## config.mk

```make
export PLATFORM = sky130hd
export DESIGN_NAME = riscv_core
export DESIGN_NICKNAME = d
export VERILOG_FILES = /design/src/rtl/isa_pkg.sv /design/src/rtl/pipe_pkg.sv /design/src/rtl/regfile.sv /design/src/rtl/fetch.sv /design/src/rtl/decode.sv /design/src/rtl/execute.sv /design/src/rtl/writeback.sv /design/src/rtl/riscv_core.sv
export SDC_FILE = /design/constraint.sdc
export NUM_CORES = 2
export LEC_CHECK = 0
export ABC_CLOCK_PERIOD_IN_PS = 97700
export BUFFER_PORTS_ARGS = -buffer_cell sky130_fd_sc_hd__buf_2
export CORE_AREA = 4 4 462 464
export CTS_CLUSTER_SIZE = 28
export DETAILED_ROUTE_END_ITERATION = 10
export DIE_AREA = 0 0 466 468
export PLACE_DENSITY = 0.55
export SYNTH_ARGS = -nofsm -noshare
export SYNTH_HDL_FRONTEND = slang
export SYNTH_SLANG_ARGS = --single-unit
```

## constraint.sdc

```tcl
create_clock -name clk -period 97.7 [get_ports clk]
set_input_delay 19.54 -clock clk [delete_from_list [all_inputs] [get_ports clk]]
set_output_delay 19.54 -clock clk [all_outputs]
set_load 0.01 [all_outputs]
```

## src/rtl/isa_pkg.sv

```systemverilog
`default_nettype none

package isa_pkg;

	typedef logic [31:0] word_t;
	typedef logic [4:0] reg_addr_t;
	typedef logic [31:0] inst_t;

	// major opcodes
	localparam logic [6:0] opc_op = 7'b0110011;
	localparam logic [6:0] opc_op_imm = 7'b0010011;
	localparam logic [6:0] opc_lui = 7'b0110111;

	// funct3, shared by reg-reg and reg-imm forms
	localparam logic [2:0] f3_add_sub = 3'b000;
	localparam logic [2:0] f3_slt = 3'b010;
	localparam logic [2:0] f3_xor = 3'b100;
	localparam logic [2:0] f3_or = 3'b110;
	localparam logic [2:0] f3_and = 3'b111;

	localparam logic [6:0] f7_base = 7'b0000000;
	localparam logic [6:0] f7_alt = 7'b0100000;

	localparam word_t reset_pc = 32'h0000_0000;

	// pass_b forwards operand b, used by lui
	typedef enum logic [2:0] {
		alu_add, alu_sub, alu_and, alu_or, alu_xor, alu_slt, alu_pass_b
	} alu_op_t;

endpackage

`default_nettype wire

```

## src/rtl/pipe_pkg.sv

```systemverilog
`default_nettype none

package pipe_pkg;

	import isa_pkg::*;

	// instruction bus
	typedef struct packed {
		logic valid;
		word_t addr;
	} ibus_req_t;

	typedef struct packed {
		logic data_ok;
		inst_t data;
	} ibus_resp_t;

	// stage registers
	typedef struct packed {
		logic valid;
		word_t pc;
		inst_t inst;
	} if_id_t;

	typedef struct packed {
		logic valid;
		word_t pc;
		inst_t inst;
		alu_op_t alu_op;
		word_t op_a;
		word_t op_b;
		reg_addr_t rd;
		logic write;
		logic illegal;
	} id_ex_t;

	typedef struct packed {
		logic valid;
		word_t pc;
		inst_t inst;
		reg_addr_t rd;
		logic write;
		word_t result;
	} ex_wb_t;

	// one record per retired instruction
	typedef struct packed {
		logic valid;
		word_t pc;
		inst_t inst;
		logic write;
		reg_addr_t rd;
		word_t data;
	} commit_t;

endpackage

`default_nettype wire

```

## src/rtl/regfile.sv

```systemverilog
`timescale 1ns/1ps
`default_nettype none

module regfile (
	input wire logic clk,
	input wire logic rst,
	input wire logic we,
	input isa_pkg::reg_addr_t waddr,
	input isa_pkg::word_t wdata,
	input isa_pkg::reg_addr_t raddr_a,
	input isa_pkg::reg_addr_t raddr_b,
	output isa_pkg::word_t rdata_a,
	output isa_pkg::word_t rdata_b,
	output isa_pkg::word_t [31:0] regs
);
	import isa_pkg::*;

	word_t [31:0] mem;

	always_ff @(posedge clk or posedge rst) begin
		if (rst) begin
			mem <= '0;
		end else if (we && waddr != '0) begin
			mem[waddr] <= wdata;
		end
	end

	// same-cycle write is visible to decode
	always_comb begin
		rdata_a = mem[raddr_a];
		rdata_b = mem[raddr_b];
		if (we && waddr != '0 && waddr == raddr_a)
			rdata_a = wdata;
		if (we && waddr != '0 && waddr == raddr_b)
			rdata_b = wdata;
	end

	assign regs = mem;

	x0_zero: assert property (@(posedge clk) disable iff (rst) mem[0] == '0);

endmodule

`default_nettype wire

```

## src/rtl/fetch.sv

```systemverilog
`timescale 1ns/1ps
`default_nettype none

module fetch (
	input wire logic clk,
	input wire logic rst,
	input wire logic hold,
	output pipe_pkg::ibus_req_t ireq,
	input pipe_pkg::ibus_resp_t iresp,
	output logic advance,
	output pipe_pkg::if_id_t if_id,
	output isa_pkg::word_t pc
);
	import isa_pkg::*;

	word_t pc_q;
	logic req_on;

	// request stays up from the first cycle after reset
	always_ff @(posedge clk or posedge rst) begin
		if (rst)
			req_on <= 1'b0;
		else
			req_on <= 1'b1;
	end

	always_comb begin
		ireq.valid = req_on;
		ireq.addr = pc_q;
	end

	// the whole pipeline moves on a completed fetch
	assign advance = req_on & iresp.data_ok;

	always_ff @(posedge clk or posedge rst) begin
		if (rst) begin
			pc_q <= reset_pc;
			if_id <= '0;
		end else if (advance && !hold) begin
			if_id.valid <= 1'b1;
			if_id.pc <= pc_q;
			if_id.inst <= iresp.data;
			pc_q <= pc_q + 32'd4;
		end
		// on hold the same address is fetched again
	end

	assign pc = pc_q;

	addr_stable: assert property (@(posedge clk) disable iff (rst)
		ireq.valid && !iresp.data_ok |=> ireq.valid && $stable(ireq.addr));

endmodule

`default_nettype wire

```

## src/rtl/decode.sv

```systemverilog
`timescale 1ns/1ps
`default_nettype none

module decode (
	input wire logic clk,
	input wire logic rst,
	input wire logic advance,
	input pipe_pkg::if_id_t if_id,
	output pipe_pkg::id_ex_t id_ex_cur,
	input pipe_pkg::ex_wb_t ex_wb_cur,
	input isa_pkg::word_t rdata_a,
	input isa_pkg::word_t rdata_b,
	output isa_pkg::reg_addr_t raddr_a,
	output isa_pkg::reg_addr_t raddr_b,
	output logic hold
);
	import isa_pkg::*;
	import pipe_pkg::*;

	logic [6:0] opcode;
	logic [2:0] funct3;
	logic [6:0] funct7;
	reg_addr_t rd;
	reg_addr_t rs1;
	reg_addr_t rs2;
	word_t imm_i;
	word_t imm_u;
	logic use_rs1;
	logic use_rs2;
	logic legal;
	alu_op_t alu_op;
	logic hazard_a;
	logic hazard_b;
	id_ex_t id_ex_next;

	always_comb begin
		opcode = if_id.inst[6:0];
		rd = if_id.inst[11:7];
		funct3 = if_id.inst[14:12];
		rs1 = if_id.inst[19:15];
		rs2 = if_id.inst[24:20];
		funct7 = if_id.inst[31:25];
		imm_i = {{20{if_id.inst[31]}}, if_id.inst[31:20]};
		imm_u = {if_id.inst[31:12], 12'b0};
	end

	always_comb begin
		legal = 1'b1;
		use_rs1 = 1'b0;
		use_rs2 = 1'b0;
		alu_op = alu_add;
		case (opcode)
			opc_op: begin
				use_rs1 = 1'b1;
				use_rs2 = 1'b1;
				if (funct7 == f7_alt && funct3 == f3_add_sub) begin
					alu_op = alu_sub;
				end else if (funct7 == f7_base) begin
					case (funct3)
						f3_add_sub: alu_op = alu_add;
						f3_slt: alu_op = alu_slt;
						f3_xor: alu_op = alu_xor;
						f3_or: alu_op = alu_or;
						f3_and: alu_op = alu_and;
						default: legal = 1'b0;
					endcase
				end else begin
					legal = 1'b0;
				end
			end
			opc_op_imm: begin
				use_rs1 = 1'b1;
				case (funct3)
					f3_add_sub: alu_op = alu_add;
					f3_slt: alu_op = alu_slt;
					f3_xor: alu_op = alu_xor;
					f3_or: alu_op = alu_or;
					f3_and: alu_op = alu_and;
					// shifts and sltiu are not supported
					default: legal = 1'b0;
				endcase
			end
			opc_lui: alu_op = alu_pass_b;
			default: legal = 1'b0;
		endcase
		if (!legal) begin
			use_rs1 = 1'b0;
			use_rs2 = 1'b0;
		end
	end

	assign raddr_a = rs1;
	assign raddr_b = rs2;

	// raw against the two younger stages, x0 never conflicts
	always_comb begin
		hazard_a = use_rs1 && rs1 != '0 &&
			((id_ex_cur.valid && id_ex_cur.write && id_ex_cur.rd == rs1) ||
			(ex_wb_cur.valid && ex_wb_cur.write && ex_wb_cur.rd == rs1));
		hazard_b = use_rs2 && rs2 != '0 &&
			((id_ex_cur.valid && id_ex_cur.write && id_ex_cur.rd == rs2) ||
			(ex_wb_cur.valid && ex_wb_cur.write && ex_wb_cur.rd == rs2));
		hold = if_id.valid && (hazard_a || hazard_b);
	end

	always_comb begin
		id_ex_next.valid = if_id.valid;
		id_ex_next.pc = if_id.pc;
		id_ex_next.inst = if_id.inst;
		id_ex_next.alu_op = alu_op;
		id_ex_next.op_a = use_rs1 ? rdata_a : '0;
		id_ex_next.op_b = (opcode == opc_op) ? rdata_b :
			(opcode == opc_lui) ? imm_u : imm_i;
		id_ex_next.rd = rd;
		id_ex_next.write = legal && rd != '0;
		id_ex_next.illegal = !legal;
	end

	always_ff @(posedge clk or posedge rst) begin
		if (rst) begin
			id_ex_cur <= '0;
		end else if (advance) begin
			if (hold)
				id_ex_cur <= '0;
			else
				id_ex_cur <= id_ex_next;
		end
	end

endmodule

`default_nettype wire

```

## src/rtl/execute.sv

```systemverilog
`timescale 1ns/1ps
`default_nettype none

module execute (
	input wire logic clk,
	input wire logic rst,
	input wire logic advance,
	input pipe_pkg::id_ex_t id_ex,
	output pipe_pkg::ex_wb_t ex_wb
);
	import isa_pkg::*;

	word_t result;

	always_comb begin
		case (id_ex.alu_op)
			alu_add: result = id_ex.op_a + id_ex.op_b;
			alu_sub: result = id_ex.op_a - id_ex.op_b;
			alu_and: result = id_ex.op_a & id_ex.op_b;
			alu_or: result = id_ex.op_a | id_ex.op_b;
			alu_xor: result = id_ex.op_a ^ id_ex.op_b;
			// signed compare for slt and slti
			alu_slt: result = {31'b0, $signed(id_ex.op_a) < $signed(id_ex.op_b)};
			alu_pass_b: result = id_ex.op_b;
			default: result = '0;
		endcase
	end

	always_ff @(posedge clk or posedge rst) begin
		if (rst) begin
			ex_wb <= '0;
		end else if (advance) begin
			ex_wb.valid <= id_ex.valid;
			ex_wb.pc <= id_ex.pc;
			ex_wb.inst <= id_ex.inst;
			ex_wb.rd <= id_ex.rd;
			ex_wb.write <= id_ex.write && !id_ex.illegal;
			ex_wb.result <= result;
		end
	end

endmodule

`default_nettype wire

```

## src/rtl/writeback.sv

```systemverilog
`timescale 1ns/1ps
`default_nettype none

module writeback (
	input wire logic clk,
	input wire logic rst,
	input wire logic advance,
	input pipe_pkg::ex_wb_t ex_wb,
	output logic we,
	output isa_pkg::reg_addr_t waddr,
	output isa_pkg::word_t wdata,
	output pipe_pkg::commit_t commit
);
	import isa_pkg::*;

	word_t last_pc;
	logic seen;

	assign we = ex_wb.valid && ex_wb.write && advance;
	assign waddr = ex_wb.rd;
	assign wdata = ex_wb.result;

	// commit is a single-cycle pulse per retired instruction
	always_ff @(posedge clk or posedge rst) begin
		if (rst) begin
			commit <= '0;
		end else if (advance) begin
			commit.valid <= ex_wb.valid;
			commit.pc <= ex_wb.pc;
			commit.inst <= ex_wb.inst;
			commit.write <= ex_wb.write;
			commit.rd <= ex_wb.rd;
			commit.data <= ex_wb.result;
		end else begin
			commit.valid <= 1'b0;
		end
	end

	always_ff @(posedge clk or posedge rst) begin
		if (rst) begin
			last_pc <= '0;
			seen <= 1'b0;
		end else if (commit.valid) begin
			last_pc <= commit.pc;
			seen <= 1'b1;
		end
	end

	no_double_commit: assert property (@(posedge clk) disable iff (rst)
		commit.valid && seen |-> commit.pc != last_pc);

endmodule

`default_nettype wire

```

## src/rtl/riscv_core.sv

```systemverilog
`timescale 1ns/1ps
`default_nettype none

module riscv_core (
	input wire logic clk,
	input wire logic rst,
	output pipe_pkg::ibus_req_t ireq,
	input pipe_pkg::ibus_resp_t iresp,
	output pipe_pkg::commit_t commit,
	output isa_pkg::word_t [31:0] regs
);
	import isa_pkg::*;
	import pipe_pkg::*;

	logic advance;
	logic hold;
	if_id_t if_id;
	id_ex_t id_ex;
	ex_wb_t ex_wb;

	logic we;
	reg_addr_t waddr;
	word_t wdata;
	reg_addr_t raddr_a;
	reg_addr_t raddr_b;
	word_t rdata_a;
	word_t rdata_b;

	regfile regfile_i (
		.clk(clk),
		.rst(rst),
		.we(we),
		.waddr(waddr),
		.wdata(wdata),
		.raddr_a(raddr_a),
		.raddr_b(raddr_b),
		.rdata_a(rdata_a),
		.rdata_b(rdata_b),
		.regs(regs)
	);

	// fetch also owns the global advance
	fetch fetch_i (
		.clk(clk),
		.rst(rst),
		.hold(hold),
		.ireq(ireq),
		.iresp(iresp),
		.advance(advance),
		.if_id(if_id),
		.pc()
	);

	decode decode_i (
		.clk(clk),
		.rst(rst),
		.advance(advance),
		.if_id(if_id),
		.id_ex_cur(id_ex),
		.ex_wb_cur(ex_wb),
		.rdata_a(rdata_a),
		.rdata_b(rdata_b),
		.raddr_a(raddr_a),
		.raddr_b(raddr_b),
		.hold(hold)
	);

	execute execute_i (
		.clk(clk),
		.rst(rst),
		.advance(advance),
		.id_ex(id_ex),
		.ex_wb(ex_wb)
	);

	writeback writeback_i (
		.clk(clk),
		.rst(rst),
		.advance(advance),
		.ex_wb(ex_wb),
		.we(we),
		.waddr(waddr),
		.wdata(wdata),
		.commit(commit)
	);

endmodule

`default_nettype wire

```

After elaboration in Yosys (flattened, before gate mapping)
Cells that the tools add are included.
- register bits after elaboration: 1467
- logic and storage cells: 150
- $add $sub $neg: 3
- equal/unequal tests: 18
- mux-type cells: 27
- order comparisons: 5
- reductions and logical operators: 35
- bitwise operators: 4
- operators by type and width (kind ; count):
    1024-bit bitwise mux ; 1
    32-bit binary-select mux with 5-bit select ; 2
    32-bit two-way mux ; 7
    32-bit one-hot mux with 7 select lines ; 1
    32-bit demux with 5-bit select ; 1
    139-bit two-way mux ; 1
    32-bit by 3-bit adder with 32-bit output (second input constant) ; 1
    32-bit adder ; 1
    32-bit bitwise AND ; 1
    32-bit less-than comparator ; 1
    32-bit bitwise OR ; 1
    32-bit subtractor ; 1
    32-bit bitwise XOR ; 1
    31-bit two-way mux ; 1
    7-bit by 6-bit equality test with 1-bit output (second input constant) ; 3
    5-bit equality test ; 4
    1-bit logical AND ; 20
    5-bit nonzero test ; 4
    3-bit equality test (second input constant) ; 6
    5-bit by 6-bit less-than comparator with 1-bit output (second input constant) ; 3
    3-bit one-hot mux with 4 select lines ; 1
    3-bit by 2-bit equality test with 1-bit output (second input constant) ; 3
    3-bit one-hot mux with 3 select lines ; 1
    1-bit two-way mux ; 8
    other kinds (12) ; 18

Longest topological paths before layout
- depth in word-level cells: 13
- depth in mapped cells: 13

Cells and area by module
A second synthesis with hierarchy kept.
- cell total of the unflattened synthesis: 5942
- area, all modules: 78127.4 um2
- modules (own cells, without submodules) (module ; times used ; seq. area each (um2) ; cells each ; area each (um2)):
    regfile ; 1 ; 25624.6 ; 3429 ; 53456.3
    execute ; 1 ; 2577.5 ; 1069 ; 9202.6
    decode ; 1 ; 3353.2 ; 762 ; 7121.8
    writeback ; 1 ; 2577.5 ; 257 ; 4341.7
    fetch ; 1 ; 2352.3 ; 425 ; 4005.1

Worst setup path after synthesis
No wires, ideal clock.
- path type: input -> register
- start: in iresp[32] in the netlist's numbering
- end: reg regfile_i.mem (netlist bit regfile_i.regs[896])
- data required time: 97575 ps
- data arrival time: 21064 ps
- library setup time: 125 ps
- slack: 76512 ps
- stages: 5
- cells stage by stage: nand2_1 nor4_1 nand4_1 clkbuf_1 mux2_2
- longest elaborated chain between the ends: 3
- ends and longest elaborated chain (item ; line ; source):
    start, declared ; riscv_core.sv:8 ; input pipe_pkg::ibus_resp_t iresp,
    1-bit bitwise AND ; fetch.sv:33 ; assign advance = req_on & iresp.data_ok;
    1-bit logical AND ; writeback.sv:19 ; assign we = ex_wb.valid && ex_wb.write && advance;
    1-bit logical AND ; regfile.sv:23 ; end else if (we && waddr != '0) begin
    end signal, assigned by index ; regfile.sv:24 ; mem[waddr] <= wdata;
    end, declared ; regfile.sv:18 ; word_t [31:0] mem;
No other way between the ends.
A chain may end at the register's enable or synchronous reset.

==> results.json <==
{
  "outcome": "finished clean",
  "required_ns": 98.57,
  "overflow": 0,
  "dieArea_sq_um": 218100,
  "hp-class": "reg -> reg",
  "clock_latency_ns": 0.85,
  "syn_inst": 5630,
  "yosys.area_share.adder_pct": 1.788,
  "drive_gt1_share_pct": 49.95,
  "combPwrFrac_pct": 14.4,
  "synthMuxAreaShare_pct": 35.56,
  "area_delta_synth_final_pct": 18.93,
  "p_sw_uw": 469.3,
  "drv_slew": 0,
  "cts_resized": 0,
  "swShare_pct": 30.33,
  "rsz0062_at_grt": "false",
  "numCtsBuffers": 170,
  "relSlewSlack_pct": 19.39,
  "core_sq_um": 209200,
  "synth-compound-area-share_pct": 5.126,
  "fill_cells": 19550,
  "arrival_ns": 23.47,
  "total_power_uw": 1547,
  "start_util_pct": 36.21,
  "max-vdd-ir-drop_uv": 17.73,
  "finalWirelength_um": 359600,
  "yosys.area.top_type": "dfrtp_1",
  "synth_edf_count": 0,
  "leakagePower_uw": 0.04512,
  "fin_nets": 6707,
  "clock-sinks": 1442,
  "die_x_um": 466,
  "async_flop_share_pct": 100.0,
  "netlist.area_leader.share_pct": 47.65,
  "seqPwrFrac_pct": 42.6,
  "synth_simple_gate_area_share_pct": 5.475,
  "worstMarginPinSlew_ns": 1.209,
  "post_cts_buffers": 0,
  "instances_no_fill": 9512,
  "timing.critical_path.to_type": "async pin",
  "critPathKind": "in -> async",
  "drtIter0Drc": 6112,
  "final_antenna_net_count": 0,
  "dp_cells": 9198,
  "htreeDepth": 4,
  "io_pins": 1195,
  "numPortBuffers": 1190,
  "grt_pass1_vias": 57280,
  "p_per_area_nw_per_um2": 17.18,
  "first_pass_iters": 5,
  "multi_input_area_sq_um": 37250,
  "synthXorXnorAreaFrac_pct": 0.8673,
  "antenna_found_initial": 25,
  "vias_per_cell": 6.112,
  "finalSetupTns_ns": 0,
  "cts_tree": "built",
  "num_rows": 168,
  "ys_seq_area_share_pct": 47.65,
  "vias": 58140,
  "grt_usage_pct": 32.22,
  "p_clk_share_pct": 43.0,
  "timing.fmax_ghz": 0.04426,
  "internal_power_uw": 1078,
  "crit_path_start_kind": "primary input",
  "min_period_ns": 22.59,
  "clockRootBuffer": "clkbuf_16",
  "synth_most_common_cell": "dfrtp_1",
  "ys_seq_elements": 1442,
  "hold_viol": 0,
  "gp_congestion": 0.9156,
  "synthFlopType": "dfrtp_1",
  "yosysWarnings": 0,
  "grt_max_degree": 167,
  "drv_cap": 0,
  "setup_viol": 0,
  "cp_max_fo": 123,
  "grt_pass1_wl_um": 492000,
  "die-height_um": 468,
  "syn_avg_cell_area_sq_um": 13.45,
  "place_hpwl_um": 249300,
  "cts_hold_buf": 0,
  "drc": 0,
  "ys_types": 85,
  "yosys-top-cells-area": "dfrtp_1 (48%), mux4_2 (19%), mux2_2 (16%)",
  "syn-cell-area_sq_um": 75740,
  "cts.clk_slew.worst_paths_ns": 0.06,
  "wire_per_inst_um": 37.80,
  "seqCellArea_sq_um": 36130,
  "skew_ns": 0.04716,
  "synth_top_family_by_area": "multiplexers",
  "ys_top_cells_by_count": "dfrtp_1 (1,442), mux2_2 (1,056), nand2_1 (644)",
  "fin_crit_sh_pct": 23.13,
  "cts.path.max_buffers": 3
}
[through the flow]
stage / util (%) / setup WS (ns) / area, sq um / hold WS (ns)
finish: 43.06 / 75.11 / 90070 / 0.4182
global placement: 40.29 / 74.16 / 84270 / 0.3978
CTS: 43.06 / 75.01 / 90050 / 0.4193
floorplan: - / 37.49 / 75750 / 0.4386
detailed placement: 40.29 / 74.09 / 84270 / 0.4067
global route: 43.06 / 74.49 / 90060 / 0.4320
[sequential cells by signal, summed over array words and instances (netlist names)]
name	flops
fetch_i.if_id	63
fetch_i.req_on	1
writeback_i.commit	96
decode_i.id_ex_cur	132
execute_i.ex_wb	96
fetch_i.pc	30
regfile_i.regs	1024
[power by group through the flow]
stage / Sequential (uW) / Combinational [uW] / Clock [uW]
finish: 658 / 223 / 666
CTS: 658 / 223 / 676
floorplan: 652 / 147 / 0
global placement: 668 / 222 / 0
detailed placement: 669 / 223 / 0
global route: 661 / 238 / 698
[worst max-delay path, stage by stage]
cell    delay, ns
buf_2        0.13
inv_8        0.42
buf_12       0.55
buf_4        0.70
buf_4        0.92
buf_4        0.74
[final cells by class]
cell class	instances	area share [%]
multi-input cells	3532	41.36
flip-flops and latches	1442	40.11
repair buffers	1313	7.749
clock buffers	241	5.466
well taps	2805	3.897
clock inverters	67	0.9544
inverters	106	0.4501
diodes	6	0.01667
[cell families (layout without fill, tap and decap cells)]
family,Yosys count,in the layout
mux,1771,1771
simple gates,993,993
xor+xnor,75,75
flops,1442,1442
fa+ha+maj,107,107
other cells,2,11
buf+inv,659,1727
compound gates,581,581
[layer usage]
| layer | vias to the layer above | part of all wire [%] | GRT usage [%] |
|---|---|---|---|
| met3 | 811 | 11 | 11.25 |
| met5 | - | 0.023 | 0 |
| met1 | 31260 | 38 | 40.73 |
| met4 | 12 | 7.4 | 19.39 |
| li1 | 22810 | - | - |
| met2 | 3247 | 44 | 47.64 |
[path summary, 6_finish.rpt]
path | slack, ns | endpoint | depth (start not counted) | startpoint
max in group clk | 75.33 | fetch_i.pc[23] | 8 | iresp[32]
min | 0.42 | regfile_i.regs[29] | 0 | regfile_i.regs[29]
max | 75.11 | regfile_i.regs[8] | 6 | rst
min in group asynchronous | 18.78 | writeback_i.commit[28] | 2 | rst
min reg2reg | 0.42 | regfile_i.regs[29] | 0 | regfile_i.regs[29]
max reg2reg | 91.87 | fetch_i.pc[23] | 11 | fetch_i.if_id[15]
[placed cells by master (no fill, tap or decap), types with 13 or more instances in the layout]
cell type and instances:
inv_1 102, buf_2 1190, a22o_1 68, o22ai_1 92, nand2_1 630, nor2_1 155
nand2b_1 18, a22oi_1 15, ha_1 105, clkbuf_8 36, nor2_4 17, a21oi_1 98
o21ai_0 144, a31oi_1 14, mux4_2 630, nand4_1 19, buf_4 115, xnor2_1 52
xor2_1 23, mux2i_1 85, clkbuf_16 172, clkbuf_1 33, dfrtp_1 1428, nand2_4 14
a21o_1 15, mux2_2 1056, bufinv_16 13, nand3_1 35, o311ai_0 23, clkinv_2 25
nor3_1 27
No activity file was read; power rests on OpenSTA's default activity.
